[src/logic/lc3b_types.sv]
package lc3b_types;

	typedef logic [15:0] lc3b_word;
	typedef logic [3:0] lc3b_opcode;
	typedef logic [2:0] lc3b_aluop;
	// ordered n, z, p
	typedef logic [2:0] lc3b_nzp;
	typedef logic [1:0] lc3b_fwd_sel;
	typedef logic [3:0] lc3b_res_sel;
	typedef logic [1:0] lc3b_pc_sel;

	localparam lc3b_opcode op_br = 4'b0000;
	localparam lc3b_opcode op_add = 4'b0001;
	localparam lc3b_opcode op_jsr = 4'b0100;
	localparam lc3b_opcode op_and = 4'b0101;
	localparam lc3b_opcode op_ldr = 4'b0110;
	localparam lc3b_opcode op_str = 4'b0111;
	// multiply / divide extension, takes the unused rti slot
	localparam lc3b_opcode op_alg = 4'b1000;
	localparam lc3b_opcode op_not = 4'b1001;
	localparam lc3b_opcode op_jmp = 4'b1100;
	localparam lc3b_opcode op_shf = 4'b1101;

	localparam lc3b_aluop alu_add = 3'd0;
	localparam lc3b_aluop alu_and = 3'd1;
	localparam lc3b_aluop alu_not = 3'd2;
	localparam lc3b_aluop alu_pass_a = 3'd3;
	localparam lc3b_aluop alu_pass_b = 3'd4;
	localparam lc3b_aluop alu_sll = 3'd5;
	localparam lc3b_aluop alu_srl = 3'd6;
	localparam lc3b_aluop alu_sra = 3'd7;

	localparam lc3b_fwd_sel fwd_rf = 2'd0;
	localparam lc3b_fwd_sel fwd_mem = 2'd1;
	localparam lc3b_fwd_sel fwd_wb = 2'd2;

	localparam lc3b_pc_sel pc_seq = 2'd0;
	localparam lc3b_pc_sel pc_bradd = 2'd1;
	localparam lc3b_pc_sel pc_reg = 2'd2;

	typedef struct packed {
		lc3b_opcode opcode;
		lc3b_word pc;
		lc3b_aluop aluop;
		// 0 takes sr2, 1 takes the sign-extended immediate
		logic alumux_sel;
		// 0 adds to pc, 1 adds to sr2
		logic braddmux_sel;
		lc3b_res_sel alu_res_sel;
		// 0 multiply, 1 divide
		logic op_x_bits;
		logic alg_start;
		logic load_alg_reg;
		lc3b_nzp nzp;
		lc3b_nzp cc;
		logic set_cc;
	} lc3b_ipacket;

endpackage : lc3b_types

[src/logic/alg_unit.sv]
`timescale 1ns/1ns

module alg_unit #(
	parameter int alg_steps = 16
) (
	input logic clk,
	input logic reset,
	input logic start,
	input logic op_x_bits,
	input lc3b_types::lc3b_word opa,
	input lc3b_types::lc3b_word opb,
	output logic done,
	output lc3b_types::lc3b_word hi_bits,
	output lc3b_types::lc3b_word lo_bits
);
	import lc3b_types::*;

	localparam int count_w = $clog2(alg_steps);

	typedef enum logic [1:0] {st_idle, st_run, st_finish} alg_state_t;

	alg_state_t state;
	logic [count_w-1:0] count;
	logic is_div;
	// multiplicand or divisor
	lc3b_word operand;
	// upper product half or partial remainder
	lc3b_word acc;
	// multiplier shifting out, or dividend out and quotient in
	lc3b_word mq;
	logic [16:0] mul_sum;
	logic [16:0] div_shift;
	logic [16:0] div_diff;
	logic accept;

	assign accept = (state == st_idle) && start;

	always_comb begin
		mul_sum = {1'b0, acc};
		if (mq[0]) begin
			mul_sum = {1'b0, acc} + {1'b0, operand};
		end
		div_shift = {acc, mq[15]};
		div_diff = div_shift - {1'b0, operand};
	end

	always_ff @(posedge clk) begin
		if (reset) begin
			state <= st_idle;
			count <= '0;
		end else begin
			case (state)
				st_idle: begin
					if (start) begin
						state <= st_run;
						count <= '0;
					end
				end
				st_run: begin
					count <= count + 1'b1;
					if (count == count_w'(alg_steps - 1)) begin
						state <= st_finish;
					end
				end
				default: begin
					state <= st_idle;
				end
			endcase
		end
	end

	always_ff @(posedge clk) begin
		if (accept) begin
			is_div <= op_x_bits;
			operand <= opb;
			acc <= '0;
			mq <= opa;
		end else if (state == st_run) begin
			if (is_div) begin
				// restoring step, a zero divisor always fits
				if (!div_diff[16]) begin
					acc <= div_diff[15:0];
					mq <= {mq[14:0], 1'b1};
				end else begin
					acc <= div_shift[15:0];
					mq <= {mq[14:0], 1'b0};
				end
			end else begin
				acc <= mul_sum[16:1];
				mq <= {mul_sum[0], mq[15:1]};
			end
		end
	end

	assign done = (state == st_finish);
	assign hi_bits = acc;
	assign lo_bits = mq;

endmodule : alg_unit

[src/logic/alu.sv]
`timescale 1ns/1ns

module alu (
	input lc3b_types::lc3b_aluop aluop,
	input lc3b_types::lc3b_word a,
	input lc3b_types::lc3b_word b,
	output lc3b_types::lc3b_word f
);
	import lc3b_types::*;

	logic [3:0] shamt;

	assign shamt = b[3:0];

	always_comb begin
		case (aluop)
			alu_add: begin
				f = a + b;
			end
			alu_and: begin
				f = a & b;
			end
			alu_not: begin
				f = ~a;
			end
			alu_pass_a: begin
				f = a;
			end
			alu_pass_b: begin
				f = b;
			end
			alu_sll: begin
				f = a << shamt;
			end
			alu_srl: begin
				f = a >> shamt;
			end
			default: begin
				f = lc3b_word'($signed(a) >>> shamt);
			end
		endcase
	end

endmodule : alu

[src/logic/ex_branch_res.sv]
`timescale 1ns/1ns

module ex_branch_res (
	input lc3b_types::lc3b_ipacket ex_ipacket,
	input lc3b_types::lc3b_ipacket mem_ipacket,
	input lc3b_types::lc3b_word ex_alu_res,
	input lc3b_types::lc3b_word ex_addr_res,
	input lc3b_types::lc3b_word mem_res,
	input logic stall,
	output logic branch_enable,
	output lc3b_types::lc3b_word br_addr,
	output lc3b_types::lc3b_pc_sel pcmux_sel,
	output logic flush
);
	import lc3b_types::*;

	lc3b_nzp cc;
	logic mem_neg;
	logic mem_zero;

	// memory stage result overrides the stale register-file codes
	assign mem_neg = mem_res[15];
	assign mem_zero = (mem_res == '0);
	assign cc = mem_ipacket.set_cc ? {mem_neg, mem_zero, ~mem_neg & ~mem_zero} : ex_ipacket.cc;

	always_comb begin
		branch_enable = 1'b0;
		pcmux_sel = pc_seq;
		case (ex_ipacket.opcode)
			op_br: begin
				branch_enable = |(ex_ipacket.nzp & cc);
				pcmux_sel = branch_enable ? pc_bradd : pc_seq;
			end
			op_jsr: begin
				branch_enable = 1'b1;
				pcmux_sel = ex_ipacket.braddmux_sel ? pc_reg : pc_bradd;
			end
			op_jmp: begin
				branch_enable = 1'b1;
				pcmux_sel = pc_reg;
			end
			default: begin
				branch_enable = 1'b0;
			end
		endcase
	end

	// register target comes through the alu as pass-a
	assign br_addr = (pcmux_sel == pc_reg) ? ex_alu_res : ex_addr_res;
	assign flush = branch_enable & ~stall;

endmodule : ex_branch_res

[src/logic/exe_stage.sv]
`timescale 1ns/1ns

module exe_stage #(
	parameter int alg_steps = 16
) (
	input logic clk,
	input logic reset,
	input logic stall,
	input lc3b_types::lc3b_ipacket ipacket,
	input lc3b_types::lc3b_ipacket mem_ipacket,
	input lc3b_types::lc3b_word sext,
	input lc3b_types::lc3b_word sr1,
	input lc3b_types::lc3b_word sr2,
	input lc3b_types::lc3b_fwd_sel opa_sel,
	input lc3b_types::lc3b_fwd_sel opb_sel,
	input lc3b_types::lc3b_fwd_sel sr_sel,
	input lc3b_types::lc3b_word mem_data_forward,
	input lc3b_types::lc3b_word wb_data_forward,
	input lc3b_types::lc3b_word bubble_count,
	input lc3b_types::lc3b_word l1i_read_miss,
	input lc3b_types::lc3b_word l1i_write_miss,
	input lc3b_types::lc3b_word l1d_read_miss,
	input lc3b_types::lc3b_word l1d_write_miss,
	input lc3b_types::lc3b_word l2_read_miss,
	input lc3b_types::lc3b_word l2_write_miss,
	output lc3b_types::lc3b_word alu_out,
	output lc3b_types::lc3b_word bradd_out,
	output lc3b_types::lc3b_word sr_store,
	output lc3b_types::lc3b_word pc_addr_out,
	output lc3b_types::lc3b_pc_sel pcmux_sel,
	output logic br_taken,
	output logic pip_flush,
	output logic alg_done
);
	import lc3b_types::*;

	lc3b_word alumux_out;
	lc3b_word braddmux_out;
	lc3b_word opa;
	lc3b_word opb;
	lc3b_word alu_res;
	lc3b_word alg_hi;
	lc3b_word alg_lo;
	lc3b_word hi_reg;
	lc3b_word lo_reg;

	// select 3 gives zero
	function automatic lc3b_word fwd_mux(input lc3b_fwd_sel sel, input lc3b_word rf_val,
			input lc3b_word mem_val, input lc3b_word wb_val);
		case (sel)
			fwd_rf: return rf_val;
			fwd_mem: return mem_val;
			fwd_wb: return wb_val;
			default: return '0;
		endcase
	endfunction

	assign alumux_out = ipacket.alumux_sel ? sext : sr2;
	assign opa = fwd_mux(opa_sel, sr1, mem_data_forward, wb_data_forward);
	assign opb = fwd_mux(opb_sel, alumux_out, mem_data_forward, wb_data_forward);
	assign sr_store = fwd_mux(sr_sel, sr2, mem_data_forward, wb_data_forward);

	assign braddmux_out = ipacket.braddmux_sel ? sr2 : ipacket.pc;
	assign bradd_out = sext + braddmux_out;

	alu i_alu (
		.aluop(ipacket.aluop),
		.a(opa),
		.b(opb),
		.f(alu_res)
	);

	alg_unit #(
		.alg_steps(alg_steps)
	) i_alg_unit (
		.clk(clk),
		.reset(reset),
		.start(ipacket.alg_start),
		.op_x_bits(ipacket.op_x_bits),
		.opa(opa),
		.opb(opb),
		.done(alg_done),
		.hi_bits(alg_hi),
		.lo_bits(alg_lo)
	);

	// results become visible through selects 8 and 9 one cycle after done
	always_ff @(posedge clk) begin
		if (reset) begin
			hi_reg <= '0;
			lo_reg <= '0;
		end else if (alg_done && ipacket.load_alg_reg) begin
			hi_reg <= alg_hi;
			lo_reg <= alg_lo;
		end
	end

	always_comb begin
		case (ipacket.alu_res_sel)
			4'd0: alu_out = alu_res;
			4'd1: alu_out = bubble_count;
			4'd2: alu_out = l1i_read_miss;
			4'd3: alu_out = l1i_write_miss;
			4'd4: alu_out = l1d_read_miss;
			4'd5: alu_out = l1d_write_miss;
			4'd6: alu_out = l2_read_miss;
			4'd7: alu_out = l2_write_miss;
			4'd8: alu_out = lo_reg;
			4'd9: alu_out = hi_reg;
			default: alu_out = '0;
		endcase
	end

	ex_branch_res i_ex_branch_res (
		.ex_ipacket(ipacket),
		.mem_ipacket(mem_ipacket),
		.ex_alu_res(alu_out),
		.ex_addr_res(bradd_out),
		.mem_res(mem_data_forward),
		.stall(stall),
		.branch_enable(br_taken),
		.br_addr(pc_addr_out),
		.pcmux_sel(pcmux_sel),
		.flush(pip_flush)
	);

endmodule : exe_stage

[config.mk]
export PLATFORM = sky130hd
export DESIGN_NAME = exe_stage
export DESIGN_NICKNAME = d
export VERILOG_FILES = /design/src/logic/lc3b_types.sv /design/src/logic/alg_unit.sv /design/src/logic/alu.sv /design/src/logic/ex_branch_res.sv /design/src/logic/exe_stage.sv
export SDC_FILE = /design/constraint.sdc
export NUM_CORES = 1
export LEC_CHECK = 0
export ABC_CLOCK_PERIOD_IN_PS = 15900
export CELL_PAD_IN_SITES_DETAIL_PLACEMENT = 0
export CELL_PAD_IN_SITES_GLOBAL_PLACEMENT = 2
export CORE_UTILIZATION = 39
export DETAILED_ROUTE_END_ITERATION = 8
export DONT_BUFFER_PORTS = 1
export PLACE_DENSITY_LB_ADDON = 0.1
export SETUP_SLACK_MARGIN = 0.05
export SLEW_MARGIN = 15
export SYNTH_ARGS = -nofsm -noshare
export SYNTH_HDL_FRONTEND = slang
export SYNTH_SLANG_ARGS = --single-unit
[constraint.sdc]
create_clock -name clk -period 15.9 [get_ports clk]
set_clock_uncertainty 0.05 [all_clocks]
set_input_delay 3.18 -clock clk [delete_from_list [all_inputs] [get_ports clk]]
set_output_delay 3.18 -clock clk [all_outputs]
set_load 0.02 [all_outputs]
=== Yosys cells after proc, flatten, opt, wreduce, memory -nomap -nowiden ===
Index checks and enable logic that the tools add are counted.

* Logic and storage cells: 94
* Input bits: 279
* Bits in writable memories: 0
* Register bits: 87
* Memories: 0
* Output and inout port bits: 69
* Latch bits: 0
* Bits in read-only memories: 0

* Bitwise operators: 8
* Reduce and logical (&&, ||, !) cells: 16
* Add/sub/neg operators: 5
* $lt $le $gt $ge: 0
* $mul: 0
* Equal/unequal tests: 29
* Divide/modulo/power cells: 0
* Mux-type cells: 25
* Shift-type cells: 3

{| class="wikitable"
|+ Operators with widths
! cell !! count
|-
| case mux 16 bit (10 select lines) || 1
|-
| case mux 16 bit (3 select lines) || 3
|-
| 2-to-1 mux 16 bit || 8
|-
| case mux 16 bit (7 select lines) || 1
|-
| adder 16 bit || 2
|-
| == test 4 x 3 -> 1 bit, second input constant || 5
|-
| adder 16 x 16 -> 17 bit || 1
|-
| 2-to-1 mux 17 bit || 1
|-
| subtractor 17 x 16 -> 17 bit || 1
|-
| bitwise AND 16 bit || 1
|-
| == test 4 bit, second input constant || 4
|-
| zero test 16 bit || 1
|-
| NOT 16 bit || 1
|-
| << shifter 16 x 4 -> 16 bit || 1
|-
| right shift 16 x 4 -> 16 bit || 1
|-
| >>> shifter 16 x 4 -> 16 bit || 1
|-
| == test 2 bit, second input constant || 5
|-
| == test 3 bit, second input constant || 3
|-
| == test 2 x 1 -> 1 bit, second input constant || 4
|-
| == test 4 x 2 -> 1 bit, second input constant || 2
|-
| zero test 2 bit || 4
|-
| zero test 4 bit || 2
|-
| case mux 4 bit (2 select lines) || 1
|-
| == test 3 x 2 -> 1 bit, second input constant || 2
|-
| other kinds (21) || 30
|}

=== Logic depth before layout (Yosys ltp) ===
* Word-level depth: 10
* Mapped depth: 17
* Depth with buffers taken out: 14

=== Modules after synthesis ===
A second synthesis with hierarchy kept.

* Cell total of the unflattened synthesis: 1,635
* Area, all modules: 12,201.7 um^2

{| class="wikitable"
|+ Modules (own cells, without submodules)
! module !! area each (um^2) !! sequential area each (um^2) !! cells an instance !! times used
|-
| exe_stage || 4,695.8 || 640.6 || 661 || 1
|-
| alg_unit || 4,067.7 || 1,431.4 || 450 || 1
|-
| alu || 3,076.7 || 0.0 || 483 || 1
|-
| ex_branch_res || 361.6 || 0.0 || 41 || 1
|}

=== Least setup slack after synthesis ===
No wires, ideal clock.

* Path kind: input to output
* Start: input ipacket[15] (netlist name)
* End: output pc_addr_out[1]
* Required time: 12,670 ps
* Cell stages on the path: 16
* Path buffers: 3
* Arrival time: 7,036 ps
* Slack: 5,634 ps
* Path through: buf_2 -> mux2_4 -> a221oi_4 -> inv_2 -> buf_4 -> buf_1 -> ha_1 -> inv_1 -> fa_1 -> nor2b_1 -> a2111o_1 -> o2111ai_1 -> a21o_1 -> o221ai_1 -> a31oi_1 -> mux2_2

* Word-level cells in the longest chain between the ends: 6
* Elaborated cells on any way between the ends: 10
* Those cells by class: 1 x add/sub; 3 x shift; 5 x mux; 1 x bitwise

{| class="wikitable"
|+ Ends and longest elaborated chain
! item !! line !! RTL
|-
| from (decl) || exe_stage.sv:9 || <nowiki>input lc3b_types::lc3b_ipacket ipacket,</nowiki>
|-
| 2-to-1 mux 16 bit (*) || exe_stage.sv:58 || <nowiki>assign alumux_out = ipacket.alumux_sel ? sext : sr2;</nowiki>
|-
| case mux 16 bit (3 select lines) (*) || exe_stage.sv:50 || <nowiki>case (sel)</nowiki>
|-
| named net i_alg_unit.opb[0] || alg_unit.sv:11 || <nowiki>input lc3b_types::lc3b_word opb,</nowiki>
|-
| adder 16 bit (tied with other cells) || alu.sv:18 || <nowiki>f = a + b;</nowiki>
|-
| case mux 16 bit (7 select lines) (*) || alu.sv:16 || <nowiki>case (aluop)</nowiki>
|-
| case mux 16 bit (10 select lines) (*) || exe_stage.sv:99 || <nowiki>case (ipacket.alu_res_sel)</nowiki>
|-
| named net alu_out[1] || exe_stage.sv:26 || <nowiki>output lc3b_types::lc3b_word alu_out,</nowiki>
|-
| 2-to-1 mux 16 bit (*) || ex_branch_res.sv:49 || <nowiki>assign br_addr = (pcmux_sel == pc_reg) ? ex_alu_res : ex_addr_res;</nowiki>
|-
| to (decl) || exe_stage.sv:29 || <nowiki>output lc3b_types::lc3b_word pc_addr_out,</nowiki>
|}

Mark *: on every way through the listed nets, which the timed path passes. The rest lies on a longest branch.

=== Worst setup path in the final report ===
* Start: input opa_sel[1]
* End: output pc_addr_out[11]

* Word-level cells in the longest chain between the ends: 6
* Elaborated cells on any way between the ends: 13
* Those cells by class: 1 x add/sub; 2 x eq/ne; 3 x shift; 4 x mux; 2 x bitwise; 1 x reduce/logical

{| class="wikitable"
|+ Ends and longest elaborated chain
! item !! line !! RTL
|-
| from (decl) || exe_stage.sv:14 || <nowiki>input lc3b_types::lc3b_fwd_sel opa_sel,</nowiki>
|-
| == test 2 bit (tied with other cells) || exe_stage.sv:50 ||
|-
| case mux 16 bit (3 select lines) (*) || exe_stage.sv:50 ||
|-
| adder 16 bit (tied with other cells) || alu.sv:18 ||
|-
| case mux 16 bit (7 select lines) (*) || alu.sv:16 ||
|-
| case mux 16 bit (10 select lines) (*) || exe_stage.sv:99 ||
|-
| named net alu_out[11] || exe_stage.sv:26 ||
|-
| 2-to-1 mux 16 bit (*) || ex_branch_res.sv:49 ||
|}

Marked as above.

==> impl_metrics.toml <==
[pwr]
power_leakage_nw = 4.91
vdd_ir_drop_max_v = 0.0000422
p_per_area_nw_per_um2 = 86.7

[setup_path]
cp-start-kind = "input port"
end_kind = "output pin"
crit_arrival_ns = 7.91
r2r_cells = 12
startpoint = "opa_sel[1]"
r2r_setup_slack_ns = 12.11
reg2reg_from = "i_alg_unit.lo_bits[15]$_DFFE_PP_"
critPathSlowestCell = "a2bb2oi_1"
crit_type = "input port to output pin"
regToRegEndpoint = "i_alg_unit.hi_bits[0]$_SDFFE_PP0P_"
cp.required_ns = 12.67
critical_path.cell_chain = "nor2b_1, buf_4, a2bb2oi_1, inv_1, ha_1, or4_1, nor2b_1, a221oi_1, a21boi_0, xor2_1, a22oi_1, a22oi_1, mux2_2"
crit_path_max_fanout = 20
slowest_delay_ns = 0.71

[route]
wl_per_cell_um = 26.6
routed-wl-met3_mm = 3.51
vias = 12500
topRoutingLayerUsed = "met4"
wl_met2_mm = 23.5
drc = 0
wl_met1_mm = 20.8
routed_via_density = 6.62
first_pass_iters = 7
drt_wl_total_mm = 50.3
drtAntennaViolNets = 0
drt_iter0_drc = 1298

[placement]
hpwl_mm = 39.6
pre_cts_ws_ns = 4.85
gp_congestion = 0.982
dp_cells = 1875
io_buffers = 0

[clock_network]
post_cts_buffers = 0
cts-buffers-inserted = 9
root_buffer = "clkbuf_16"
cts_tree = "done"
clkLatencyLatePin_ns = 0.35
clock_sinks = 87
ctsResizeCount = 0
clockBufferDepth = 2
clkTransAtPathRegs_ns = 0.07
ctsHtreeMaxLevel = 3
cts_hold_buf = 0

[floorplan]
dieWidth_um = 175
core_area_um2 = 29600
start_util = 0.396
row_count = 63
fp.dieH_um = 175
die-area_um2 = 30700
boundaryPins = 348

[synth]
synth_warnings = 0
synth.distinct_cells = 77
muxShareOfSynthArea = 0.175
synthCells = 1550
synthArstFlopShare = 0
syn-num-nets = 1898
ys_seq_area_frac = 0.177
synth-seq-cells = 87
syn_avg_cell_area_um2 = 7.56
synthAdderAreaFrac = 0.0763
ys.flop_type = "dfxtp_1"
synth_compound_area_frac = 0.295
synthSimpleGateAreaFrac = 0.196
synth_xor_area_frac = 0.0292
synth_edf_count = 33
synth_top_family_by_area = "compound AO/OA/AOI/OAI gates"
syn_area_um2 = 11700

[final_layout]
area_delta_synth_final_pct = 6.21
multi_input_area_um2 = 9090
diodes = 0
mostFrequentLayoutCell = "nand2_1"
seqCellArea_um2 = 2070
layout-drive-gt1-share = 0.0932
final_cell_count_no_fill = 1892
fillers = 3141
final_nets = 1845
layout_common_cells = "nand2_1, a21oi_1, mux2i_1"

[timing]
worst_slack_ns = 4.76
setup_viol = 0
period_needed_ns = 11.14
rsz0062_at_grt = "false"
tightest_slew_ns = 1.24
drv_slew = 0
hold_viol_final = 0
finalCritPeriodShare = 0.701
maxSlewHeadroom = 0.166
tns_ns = 0
max_freq_mhz = 89.8

[outcome]
run_status = "finished, final reports clean"

[grt]
track_usage = 0.315
grt_remaining_overflow = 0
grt_pass1_wl_mm = 73.4
antenna_found_initial = 0
grt_start_max_net_pins = 52
grt_pass1_vias = 11700

[worst_hold_path]
hold_class = "flip-flop to flip-flop"
hold_end = "hi_reg[10]$_SDFFE_PP0P_"
whs_path_depth = 2
hold_start = "hi_reg[10]$_SDFFE_PP0P_"

[job]
max_cap_viol_count = 0
how the worst max path moves through the flow:
stage | endpoint | depth (start not counted)
finish | pc_addr_out[11] | 13
floorplan | pc_addr_out[1] | 16
global placement | pc_addr_out[11] | 13
global route | pc_addr_out[11] | 13
CTS | pc_addr_out[11] | 13
detailed placement | pc_addr_out[11] | 13
stage by stage:
step                 util  instance area [um2]  power, mW  hold WS, ns
floorplan               -                11700      0.711        0.382
global placement    0.410                12100      0.853        0.388
detailed placement  0.410                12100      0.852        0.392
CTS                 0.420                12400       1.07        0.401
global route        0.421                12400       1.14        0.424
finish              0.421                12400       1.08        0.402
layout make-up:
class / count / area share
well taps: 390 / 0.0392
inverters: 61 / 0.0184
repair buffers: 33 / 0.0209
clock inverters: 5 / 0.00523
clock buffers: 11 / 0.0187
flip-flops and latches: 87 / 0.167
multi-input cells: 1305 / 0.731
layer usage:
metal  vias to the layer above  track usage
met3                       119       0.0396
met5                         -            0
met4                         0        0.143
met1                      5994        0.402
li1                       5766            -
met2                       650        0.529
kinds of logic (layout without fill, tap and decap cells):
group | count (synthesis) | in the layout
DFF | 87 | 87
muxes | 189 | 189
buffers and inverters | 158 | 110
adders and majority gates | 69 | 69
and+or+nand+nor | 494 | 494
AOI/OAI and AO/OA | 514 | 514
xor gates and xnor gates | 39 | 39
report_power, final:
part / switching (mW) / internal (mW)
registers: 0.0353 / 0.256
logic: 0.351 / 0.216
clock network: 0.0964 / 0.124
critical path, delay by kind of cell:
kind / cells / cell delay, ns
AO/OA/AOI/OAI: 5 / 2.12
AND/OR/NAND/NOR: 3 / 0.82
buffers and inverters: 2 / 0.63
XOR/XNOR: 1 / 0.41
adder cells (fa/ha/maj): 1 / 0.37
multiplexers: 1 / 0.36
synth_stat cells, types with 14 or more instances:
library cell,instances,share of area
nand2_1,212,0.068
a21oi_1,127,0.054
mux2i_1,122,0.10
o21ai_0,101,0.043
nor2_1,97,0.031
clkbuf_1,75,0.024
ha_1,65,0.069
mux2_2,60,0.058
inv_1,55,0.018
dfxtp_1,54,0.092
a22oi_1,40,0.026
edfxtp_1,33,0.085
nand3_1,30,0.013
nor3_1,28,0.012
xnor2_1,28,0.021
nor2b_1,25,0.013
a221oi_1,20,0.015
a31oi_1,20,0.011
o21a_1,18,0.012
nor4_1,17,0.0091
o211ai_1,17,0.011
o22ai_1,15,0.0080
a2bb2oi_1,14,0.010
and2_1,14,0.0075
No activity file was read; power rests on OpenSTA's default activity.
